==> src/axis_pkg.sv <==
`default_nettype none

package axis_pkg;

  // Bytes per output word of the upsizer
  localparam int WORD_BYTES = 4;

  // One byte of a narrow lane
  typedef logic [7:0] byte_t;

  // One output word, byte 0 in the low bits
  typedef logic [8*WORD_BYTES-1:0] word_t;

  // Per-byte valid flags, bit i covers byte i of the word
  typedef logic [WORD_BYTES-1:0] keep_t;

  // Source lane tag on the merged stream
  typedef logic [0:0] lane_id_t;

  // Narrow lane beat
  typedef struct packed {
    byte_t data;
    logic  last;  // End of frame
    logic  user;  // Error flag
  } narrow_beat_t;

  // Wide beat after the upsizer and on the merged output
  typedef struct packed {
    word_t data;
    keep_t keep;
    logic  last;
    logic  user;
  } wide_beat_t;

  // Upsizer fill machine
  typedef enum logic {
    fill_st,  // Collecting bytes into the word register
    send_st   // Closed word waiting to enter the output stage
  } upsizer_state_t;

endpackage

`default_nettype wire
==> src/axis_merge_top.sv <==
`default_nettype none

module axis_merge_top import axis_pkg::*; (
  input  wire logic         clk,
  input  wire logic         rst,
  input  wire narrow_beat_t in_beat_0,
  input  wire logic         in_valid_0,
  output logic              in_ready_0,
  input  wire narrow_beat_t in_beat_1,
  input  wire logic         in_valid_1,
  output logic              in_ready_1,
  output wide_beat_t        out_beat,
  output lane_id_t          out_src,
  output logic              out_valid,
  input  wire logic         out_ready
);

  wide_beat_t up_beat_0;
  logic       up_valid_0;
  logic       up_ready_0;
  wide_beat_t up_beat_1;
  logic       up_valid_1;
  logic       up_ready_1;

  // Lane 0 byte stream to words
  axis_upsizer up0_i (
    .clk       (clk),
    .rst       (rst),
    .in_beat   (in_beat_0),
    .in_valid  (in_valid_0),
    .in_ready  (in_ready_0),
    .out_beat  (up_beat_0),
    .out_valid (up_valid_0),
    .out_ready (up_ready_0)
  );

  axis_upsizer up1_i (
    .clk       (clk),
    .rst       (rst),
    .in_beat   (in_beat_1),
    .in_valid  (in_valid_1),
    .in_ready  (in_ready_1),
    .out_beat  (up_beat_1),
    .out_valid (up_valid_1),
    .out_ready (up_ready_1)
  );

  // Lane 0 is port a, so its words carry source id 0
  axis_frame_mux mux_i (
    .clk       (clk),
    .rst       (rst),
    .a_beat    (up_beat_0),
    .a_valid   (up_valid_0),
    .a_ready   (up_ready_0),
    .b_beat    (up_beat_1),
    .b_valid   (up_valid_1),
    .b_ready   (up_ready_1),
    .out_beat  (out_beat),
    .out_src   (out_src),
    .out_valid (out_valid),
    .out_ready (out_ready)
  );

endmodule

`default_nettype wire

==> src/axis_frame_mux.sv <==
`default_nettype none

module axis_frame_mux import axis_pkg::*; (
  input  wire logic       clk,
  input  wire logic       rst,
  input  wire wide_beat_t a_beat,
  input  wire logic       a_valid,
  output logic            a_ready,
  input  wire wide_beat_t b_beat,
  input  wire logic       b_valid,
  output logic            b_ready,
  output wide_beat_t      out_beat,
  output lane_id_t        out_src,
  output logic            out_valid,
  input  wire logic       out_ready
);

  lane_id_t grant;       // Lane that owns the output for the current frame
  lane_id_t last_grant;
  lane_id_t pick;
  logic     busy;

  wide_beat_t sel_beat;
  logic       valid_int;
  logic       take;

  wide_beat_t out_reg;
  lane_id_t   out_src_reg;
  logic       out_valid_reg;
  wide_beat_t skid_reg;
  lane_id_t   skid_src;
  logic       skid_valid;
  logic       out_ready_int;
  logic       ready_early;

  assign sel_beat  = grant ? b_beat : a_beat;
  assign valid_int = busy && (grant ? b_valid : a_valid);
  assign take      = valid_int && out_ready_int;

  // Only the granted lane ever sees ready
  assign a_ready = busy && (grant == 1'b0) && out_ready_int;
  assign b_ready = busy && (grant == 1'b1) && out_ready_int;

  assign out_beat  = out_reg;
  assign out_src   = out_src_reg;
  assign out_valid = out_valid_reg;

  assign ready_early = out_ready || (!skid_valid && !out_valid_reg) ||
                       (!skid_valid && !valid_int);

  // Round robin when both lanes wait, otherwise whichever one has data
  always_comb begin
    if (a_valid && b_valid) begin
      pick = ~last_grant;
    end else if (b_valid) begin
      pick = 1'b1;
    end else begin
      pick = 1'b0;
    end
  end

  always_ff @(posedge clk) begin
    if (rst) begin
      busy       <= 1'b0;
      grant      <= 1'b0;
      last_grant <= 1'b1;  // So lane 0 wins the first tie
    end else if (!busy) begin
      if (a_valid || b_valid) begin
        busy       <= 1'b1;
        grant      <= pick;
        last_grant <= pick;
      end
    end else if (take && sel_beat.last) begin
      busy <= 1'b0;  // Frame fully taken in
    end
  end

  always_ff @(posedge clk) begin
    if (rst) begin
      out_valid_reg <= 1'b0;
      skid_valid    <= 1'b0;
      out_ready_int <= 1'b0;
    end else begin
      out_ready_int <= ready_early;
      if (out_ready_int) begin
        if (out_ready || !out_valid_reg) begin
          out_valid_reg <= valid_int;
        end else begin
          skid_valid <= valid_int;
        end
      end else if (out_ready) begin
        out_valid_reg <= skid_valid;
        skid_valid    <= 1'b0;
      end
    end
  end

  // Lane tag travels with its word through both registers
  always_ff @(posedge clk) begin
    if (out_ready_int) begin
      if (out_ready || !out_valid_reg) begin
        out_reg     <= sel_beat;
        out_src_reg <= grant;
      end else begin
        skid_reg <= sel_beat;
        skid_src <= grant;
      end
    end else if (out_ready) begin
      out_reg     <= skid_reg;
      out_src_reg <= skid_src;
    end
  end

endmodule

`default_nettype wire

==> src/axis_upsizer.sv <==
`default_nettype none

module axis_upsizer import axis_pkg::*; (
  input  wire logic         clk,
  input  wire logic         rst,
  input  wire narrow_beat_t in_beat,
  input  wire logic         in_valid,
  output logic              in_ready,
  output wide_beat_t        out_beat,
  output logic              out_valid,
  input  wire logic         out_ready
);

  localparam int CNT_W = $clog2(WORD_BYTES);

  upsizer_state_t state;
  upsizer_state_t state_next;

  logic [CNT_W-1:0] cnt;
  logic [CNT_W-1:0] cnt_next;

  wide_beat_t acc;       // Word being filled or held for the output stage
  wide_beat_t acc_next;

  logic in_ready_reg;
  logic in_ready_next;
  logic accept;

  // Output stage with one skid word
  wide_beat_t out_reg;
  logic       out_valid_reg;
  wide_beat_t skid_reg;
  logic       skid_valid;
  logic       valid_int;
  logic       out_ready_int;
  logic       ready_early;

  assign in_ready  = in_ready_reg;
  assign accept    = in_valid && in_ready_reg;
  assign valid_int = (state == send_st);

  assign out_beat  = out_reg;
  assign out_valid = out_valid_reg;

  // High when the output stage can take a word on the next cycle
  assign ready_early = out_ready || (!skid_valid && !out_valid_reg) ||
                       (!skid_valid && !valid_int);

  // Places one byte into the word at position idx, a zero index starts a fresh word
  function automatic wide_beat_t add_byte(
    input wide_beat_t       word,
    input logic [CNT_W-1:0] idx,
    input narrow_beat_t     beat
  );
    wide_beat_t w;
    w = (idx == '0) ? '0 : word;
    w.data[idx*$bits(byte_t) +: $bits(byte_t)] = beat.data;
    w.keep[idx] = 1'b1;
    w.last = beat.last;
    w.user = w.user | beat.user;  // Sticky across the word
    return w;
  endfunction

  always_comb begin
    state_next    = state;
    cnt_next      = cnt;
    acc_next      = acc;
    in_ready_next = 1'b0;

    case (state)
      fill_st: begin
        in_ready_next = 1'b1;
        if (accept) begin
          acc_next = add_byte(acc, cnt, in_beat);
          cnt_next = cnt + 1'b1;
          if (in_beat.last || cnt == CNT_W'(WORD_BYTES - 1)) begin
            // Word is closed, only take more bytes if it can leave next cycle
            state_next    = send_st;
            cnt_next      = '0;
            in_ready_next = ready_early;
          end
        end
      end

      send_st: begin
        in_ready_next = ready_early;
        if (out_ready_int) begin
          if (accept) begin
            // The held word leaves while the next word starts
            acc_next = add_byte(acc, '0, in_beat);
            if (in_beat.last) begin
              cnt_next = '0;
            end else begin
              cnt_next      = CNT_W'(1);
              state_next    = fill_st;
              in_ready_next = 1'b1;
            end
          end else begin
            state_next    = fill_st;
            in_ready_next = 1'b1;
          end
        end
      end

      default: begin
        state_next = fill_st;
      end
    endcase
  end

  always_ff @(posedge clk) begin
    if (rst) begin
      state        <= fill_st;
      cnt          <= '0;
      in_ready_reg <= 1'b0;
    end else begin
      state        <= state_next;
      cnt          <= cnt_next;
      in_ready_reg <= in_ready_next;
    end
  end

  always_ff @(posedge clk) begin
    acc <= acc_next;
  end

  // Registered output with skid word
  always_ff @(posedge clk) begin
    if (rst) begin
      out_valid_reg <= 1'b0;
      skid_valid    <= 1'b0;
      out_ready_int <= 1'b0;
    end else begin
      out_ready_int <= ready_early;
      if (out_ready_int) begin
        if (out_ready || !out_valid_reg) begin
          out_valid_reg <= valid_int;
        end else begin
          skid_valid <= valid_int;  // Output busy, park the word
        end
      end else if (out_ready) begin
        out_valid_reg <= skid_valid;
        skid_valid    <= 1'b0;
      end
    end
  end

  always_ff @(posedge clk) begin
    if (out_ready_int) begin
      if (out_ready || !out_valid_reg) begin
        out_reg <= acc;
      end else begin
        skid_reg <= acc;
      end
    end else if (out_ready) begin
      out_reg <= skid_reg;
    end
  end

endmodule

`default_nettype wire

==> config.mk <==
export PLATFORM = sky130hd
export DESIGN_NAME = axis_merge_top
export DESIGN_NICKNAME = d
export VERILOG_FILES = /design/src/axis_pkg.sv /design/src/axis_merge_top.sv /design/src/axis_frame_mux.sv /design/src/axis_upsizer.sv
export SDC_FILE = /design/constraint.sdc
export NUM_CORES = 1
export LEC_CHECK = 0
export ABC_AREA = 1
export BUFFER_PORTS_ARGS = -buffer_cell sky130_fd_sc_hd__buf_4
export CAP_MARGIN = 20
export CORE_ASPECT_RATIO = 0.9
export CORE_MARGIN = 2
export CORE_UTILIZATION = 25
export CTS_CLUSTER_SIZE = 28
export DETAILED_ROUTE_END_ITERATION = 10
export PLACE_DENSITY_LB_ADDON = 0.2
export SYNTH_ARGS = -nofsm -noshare
export SYNTH_HDL_FRONTEND = slang
export SYNTH_SLANG_ARGS = --single-unit
==> constraint.sdc <==
create_clock -name clk -period 3.9 [get_ports clk]
set_clock_uncertainty 0.2 [all_clocks]
set_input_delay 0 -clock clk [delete_from_list [all_inputs] [get_ports clk]]
set_output_delay 0 -clock clk [all_outputs]
set_load 0.05 [all_outputs]
After elaboration in Yosys (flattened, before gate mapping)
Index checks and enable logic that the tools add are counted.
{"block": "totals", "regBits": 326, "inputBits": 25, "out_inout_bits": 42, "elab_cells": 235}
{"block": "classes", "addsub": 4, "order_cmp": 4, "eq_ne": 14, "n_shift": 4, "muxes": 89, "bitwise": 12, "n_reduce_logical": 56}
{"cell": "2-to-1 mux 38 bit", "count": 18}
{"cell": "one-hot mux 38 bit (2 select lines)", "count": 2}
{"cell": "negation 5 -> 34 bit", "count": 2}
{"cell": "variable shift 8 x 34 -> 32 bit, first input constant", "count": 2}
{"cell": "variable part select 8 x 34 -> 32 bit", "count": 2}
{"cell": "bitwise mux 32 bit", "count": 2}
{"cell": "2-to-1 mux 1 bit", "count": 51}
{"cell": "!= test 2 bit, second input constant", "count": 10}
{"cell": "AND reduction 2 bit", "count": 10}
{"cell": "logical AND 1 bit", "count": 18}
{"cell": "2-to-1 mux 2 bit", "count": 8}
{"cell": "logical OR 1 bit", "count": 12}
{"cell": "logical NOT 1 bit", "count": 9}
{"cell": "NOT 1 bit", "count": 8}
{"cell": "OR 4 bit", "count": 2}
{"cell": "one-hot mux 1 bit (2 select lines)", "count": 4}
{"cell": "one-hot mux 2 bit (2 select lines)", "count": 2}
{"cell": "< comparator 2 x 3 -> 1 bit, second input constant", "count": 2}
{"cell": "AND reduction 3 bit", "count": 2}
{"cell": "nonzero test 2 bit", "count": 3}
{"cell": "adder 2 x 1 -> 2 bit, second input constant", "count": 2}
{"cell": "demux 1 bit (select 2 bit)", "count": 2}
{"cell": "equality test 2 bit, second input constant", "count": 2}
{"cell": ">= comparator 2 x 1 -> 1 bit, second input constant", "count": 2}
{"cell": "3 further kinds", "count": 6}

Longest topological paths before layout
{"block": "logic_depth", "depth_word": 9, "depth_mapped": 8, "depth_no_buf": 7}

Modules after synthesis
From an unflattened synthesis, not the netlist that was laid out.
{"block": "unflattened", "cells_unflattened": 1173, "area_unflattened_um2": 13385.3}
{"mod": "axis_upsizer", "instances": 2, "cells_each": 418, "area_each_um2": 4883.4, "seq_area_each_um2": 3563.4}
{"mod": "axis_frame_mux", "instances": 1, "cells_each": 337, "area_each_um2": 3618.5, "seq_area_each_um2": 2462.4}

Worst setup path before layout
OpenSTA, ideal clock, no wires.
{"block": "synth_path", "kind": "register -> register", "start": "reg mux_i.out_valid_reg (netlist: mux_i.out_valid)", "end": "reg mux_i.out_reg, in the netlist mux_i.out_beat[0] (enable)", "setup_time_ps": 489, "arrival_ps": 3346, "t_required_ps": 3211, "slack_ps": -135, "path_stages_with_launch": 2, "path_buffers": 0, "period_less_slack_ps": 4035, "cell_sequence": "dfxtp_1 -> o21ai_0"}
{"block": "synth_via", "elab_chain_cells": 4}
{"item": "start: declaration", "line": "axis_frame_mux.sv:29", "rtl": "logic out_valid_reg;"}
{"item": "start signal: assignment", "line": "axis_frame_mux.sv:87", "rtl": "out_valid_reg <= valid_int;"}
{"item": "start signal: assignment", "line": "axis_frame_mux.sv:92", "rtl": "out_valid_reg <= skid_valid;"}
{"item": "logical NOT 1 bit", "line": "axis_frame_mux.sv:101", "rtl": "if (out_ready || !out_valid_reg) begin"}
{"item": "logical OR 1 bit", "line": "axis_frame_mux.sv:101"}
{"item": "!= test 2 bit (no source line)"}
{"item": "AND reduction 2 bit (no source line)"}
{"item": "end signal: assignment", "line": "axis_frame_mux.sv:102", "rtl": "out_reg <= sel_beat;"}
{"item": "end signal: assignment", "line": "axis_frame_mux.sv:109", "rtl": "out_reg <= skid_reg;"}
{"item": "end: declaration", "line": "axis_frame_mux.sv:27", "rtl": "wide_beat_t out_reg;"}
No other way between the ends.
A chain may end at the register's enable or synchronous reset.

Worst setup path after layout
{"block": "layout_path", "start": "reg up1_i.cnt[0]", "end": "reg up1_i.acc[19] in the netlist's numbering, data pin"}
{"block": "layout_via", "elab_chain_cells": 5, "elab_cells_between_ends": 8, "classes_between": "1 x add/sub; 2 x shift; 4 x mux; 1 x reduce/logical"}
{"item": "start: declaration", "line": "axis_upsizer.sv:19", "rtl": "logic [CNT_W-1:0] cnt;"}
{"item": "start signal: assignment", "line": "axis_upsizer.sv:118", "rtl": "cnt <= cnt_next;"}
{"item": "negation 5 -> 34 bit / logical NOT 2 bit (equally long branches)", "line": "axis_upsizer.sv:57, axis_upsizer.sv:56"}
{"item": "variable part select 8 x 34 -> 32 bit, or another cell as far along", "line": "axis_upsizer.sv:57", "rtl": "w.data[idx*$bits(byte_t) +: $bits(byte_t)] = beat.data;"}
{"item": "bitwise mux 32 bit *", "line": "axis_upsizer.sv:57"}
{"item": "2-to-1 mux 38 bit *", "line": "axis_upsizer.sv:73", "rtl": "if (accept) begin"}
{"item": "one-hot mux 38 bit (2 select lines) *", "line": "axis_upsizer.sv:70", "rtl": "case (state)"}
{"item": "end signal: assignment", "line": "axis_upsizer.sv:124", "rtl": "acc <= acc_next;"}
{"item": "end: declaration", "line": "axis_upsizer.sv:22", "rtl": "wide_beat_t acc;"}
Mark *: on every way between the ends. The rest lies on a longest branch, timed or not. The select of a mux whose other input is x is not followed.

==> metrics.md <==
| Metric | Value |
|---|---|
| Main area contributors after synthesis | edfxtp_1, nand2_1, nor2_1 |
| DRT Pass-1 Iters | 5 |
| Share of layout cells above drive strength 1 | 11.88% |
| Final instance area | 0.01616 mm2 |
| Unique masters post-synth | 31 |
| Worst Setup SP | up1_i.cnt[0] |
| Grt met1 use | between 10% and 20% |
| Global-route met3 utilization | 2.117% |
| Power consumption | 8.521 mW |
| Global route hottest layer | met2 |
| Met2 usage | 18.63% |
| Crit path max fanout | 17 |
| Detail Route Antenna Nets | 0 |
| Hold Fails Final Rpt | 0 |
| Total CTS buffers | 37 |
| Fin crit share | roughly two thirds |
| Crit path DAT | 2.76 ns |
| Setup TNS | 0 ns |
| Vias in the first global route | approximately 8300 |
| Wire length per cell | 16.60 um |
| Initial Util | around 25% |
| IO Count | 67 |
| Antenna violations before repair | 0 |
| DIE HEIGHT | 223.0 um |
| Largest net degree at the start of global routing | 57 |
| Post-layout util | 30.57% |
| Worst min path class | in2reg |
| Post-synthesis sequential area ratio | a little under three quarters |
| Hold wc startpoint | in_beat_0[0] |
| Clk pwr share | 41.1% |
| Setup Slack @ Placement | 1.334 ns |
| Commonest cells after routing, fill and taps aside | nand2_1, edfxtp_1, nor2_1 |
| Mapped Cells | 1173 |
| Worst skew pair latency | 0.55 ns |
| Input/output buffers | 66 |
| RSZ-0062 raised after global routing | false |
| Critical path's slowest cell | dfxtp_1 |
| Dpl cells | 1906 |
| Core Rows | 80 |
| Cell Area, Synth | 0.01332 mm2 |
| Area share of the largest cell type after synthesis | 68.98% |
| Int Power | around 6.4 mW |
| Final setup margin | between 1 and 1.5 ns |
| Critical R2R Launch | up1_i.cnt[0] |
| CTS tree | built |
| Clock buffer depth | 3 |
| Worst hold margin | 0.09299 ns |
| Worst-Margin Slew | roughly 0.79 ns |
| Critical path capture point type | flop |
| Detailed-route via count | 8533 |
| Placed cell area | 0.01464 mm2 |
| Layout net count | 1313 |
| Die Wd | 247.3 um |
| Area leader, netlist | edfxtp_1 |
| Global-route wire length before repair | 50430 um |
| DR vias/cell | 4.262 |
| Period minus WS final | 2.596 ns |
| Post_cts resized | 0 |
| Crit path launch type | flop |
| Gpl congestion | between 0.8 and 0.9 |
| Net Sw Frac | 24.52% |
| DP HPWL | 22460 um |
| Fill count | between 5000 and 6000 |
| VDD IR max | roughly 0.24 mV |
| Leak Pwr | 6.215 nW |
| FMAX | 0.3852 GHz |
| Overall Global Routing Usage | 12.07% |
| Postcts setup bufs | 0 |
| FF+latch count, synth | roughly 330 |
| Clock sink total | between 300 and 400 |
| Post-synth EDFFs | 306 |
| Pins Over Slew Limit | 0 |
| Count of endpoints failing setup in the final report | 0 |
| Total gr overflow | 0 |
| Setup Crit Path Kind | reg2reg |
| Routed WL | 33240 um |
| Syn Nets | 1210 |
| Hold_buf cts | 27 |
| DRC | 0 |
| Dominant synthesized flop cell | edfxtp_1 |
| Combinational share of power | 9.4% |
| Drt initial violations | 648 |
| Synth-to-Final Area Change | 21.29% |
| Core area | ~0.053 mm2 |
| Mean post-synth cell area | 11.36 um2 |
| # diodes | 0 |
| CTS H-tree lvls | 2 |
| Most common cell after layout, fill and taps aside | nand2_1 |
| Clk slew on worst S/H paths | 0.06 ns |
| Power density cells | about 530 mW/mm2 |
| NetSw | roughly 2.1 mW |
| Critical path cell sequence | inv_1, ha_1, nor2_2, nand2_1, o22ai_1 |
| Slowest Stage Delay on Critical Path | between 0.7 and 0.8 ns |
| Ys Warns | 0 |
| Status | finished clean |
| Slew HR | 47.50% |
| Die area | between 0.05 and 0.06 mm2 |
| Layout Cells excl Fill | around 2000 |
| Flop pwr share | between 40% and 50% |
| Max-cap violations | 0 |
| Clock Tree Root | clkbuf_16 |
| Async set-reset flop share out of synthesis | 0% |
| Critical path data required time | 4.06 ns |
metal layers:
layer | part of all wire [%] | vias up | routed length (um)
li1 | - | 4206 | -
met1 | 49 | 4095 | 16140
met2 | 45 | 181 | 14800
met3 | 4.5 | 51 | 1498
met4 | 2.4 | 0 | 804
met5 | 0 | - | 0
synth_stat cells (all sizes together), types with 9 or more instances:
master / count
a21oi: 59
buf: 36
edfxtp: 306
nor2: 120
inv: 102
ha: 12
nand2: 355
clkbuf: 10
nor3: 9
a31oi: 38
o21ai: 65
dfxtp: 20
nand3: 25
worst max-delay path, delay by kind of cell (launching register included):
family	cells	cell delay, ns
simple gates	2	0.59
compound gates	1	0.25
fa+ha+maj	1	0.43
flops	1	0.72
buf+inv	1	0.22
cells by family after synthesis:
kind of cell               after synthesis  share of synthesized area (%)
AOI/OAI and AO/OA                      174                          7.120
adders and majority gates               12                          1.127
buffers and inverters                  149                          4.744
and+or+nand+nor                        512                          15.02
DFF                                    326                          71.99
power groups by stage:
| stage | Combinational (mW) | Sequential, mW | Clock, mW |
|---|---|---|---|
| 6_report | 0.802 | 4.22 | 3.50 |
| 5_1_grt | 0.888 | 4.24 | 3.74 |
| 4_1_cts | 0.811 | 4.22 | 3.61 |
| 3_5_place_dp | 0.785 | 4.29 | 0 |
| 3_3_place_gp | 0.776 | 4.29 | 0 |
| 2_1_floorplan | 0.392 | 4.37 | 0 |
layout make-up:
class | count | area [um2] | share of cell area [%]
clock inverters | 22 | 202.7 | 1.255
multi-input cells | 698 | 3133 | 19.39
repair buffers | 110 | 958.4 | 5.932
well taps | 697 | 872.1 | 5.398
flip-flops and latches | 326 | 9590 | 59.36
inverters | 103 | 386.6 | 2.393
clock buffers | 46 | 1012 | 6.265
path summary, 6_finish.rpt:
| kind | to | slack, ns | cells after the start |
|---|---|---|---|
| setup / recovery | up1_i.acc[19] | 1.30 | 5 |
| hold / removal | up0_i.acc[0] | 0.09 | 3 |
| setup reg to reg | up1_i.acc[19] | 1.30 | 5 |
| hold reg to reg | up0_i.skid_reg[25] | 0.24 | 0 |
Note: power is estimated with default switching activity, not from simulation.
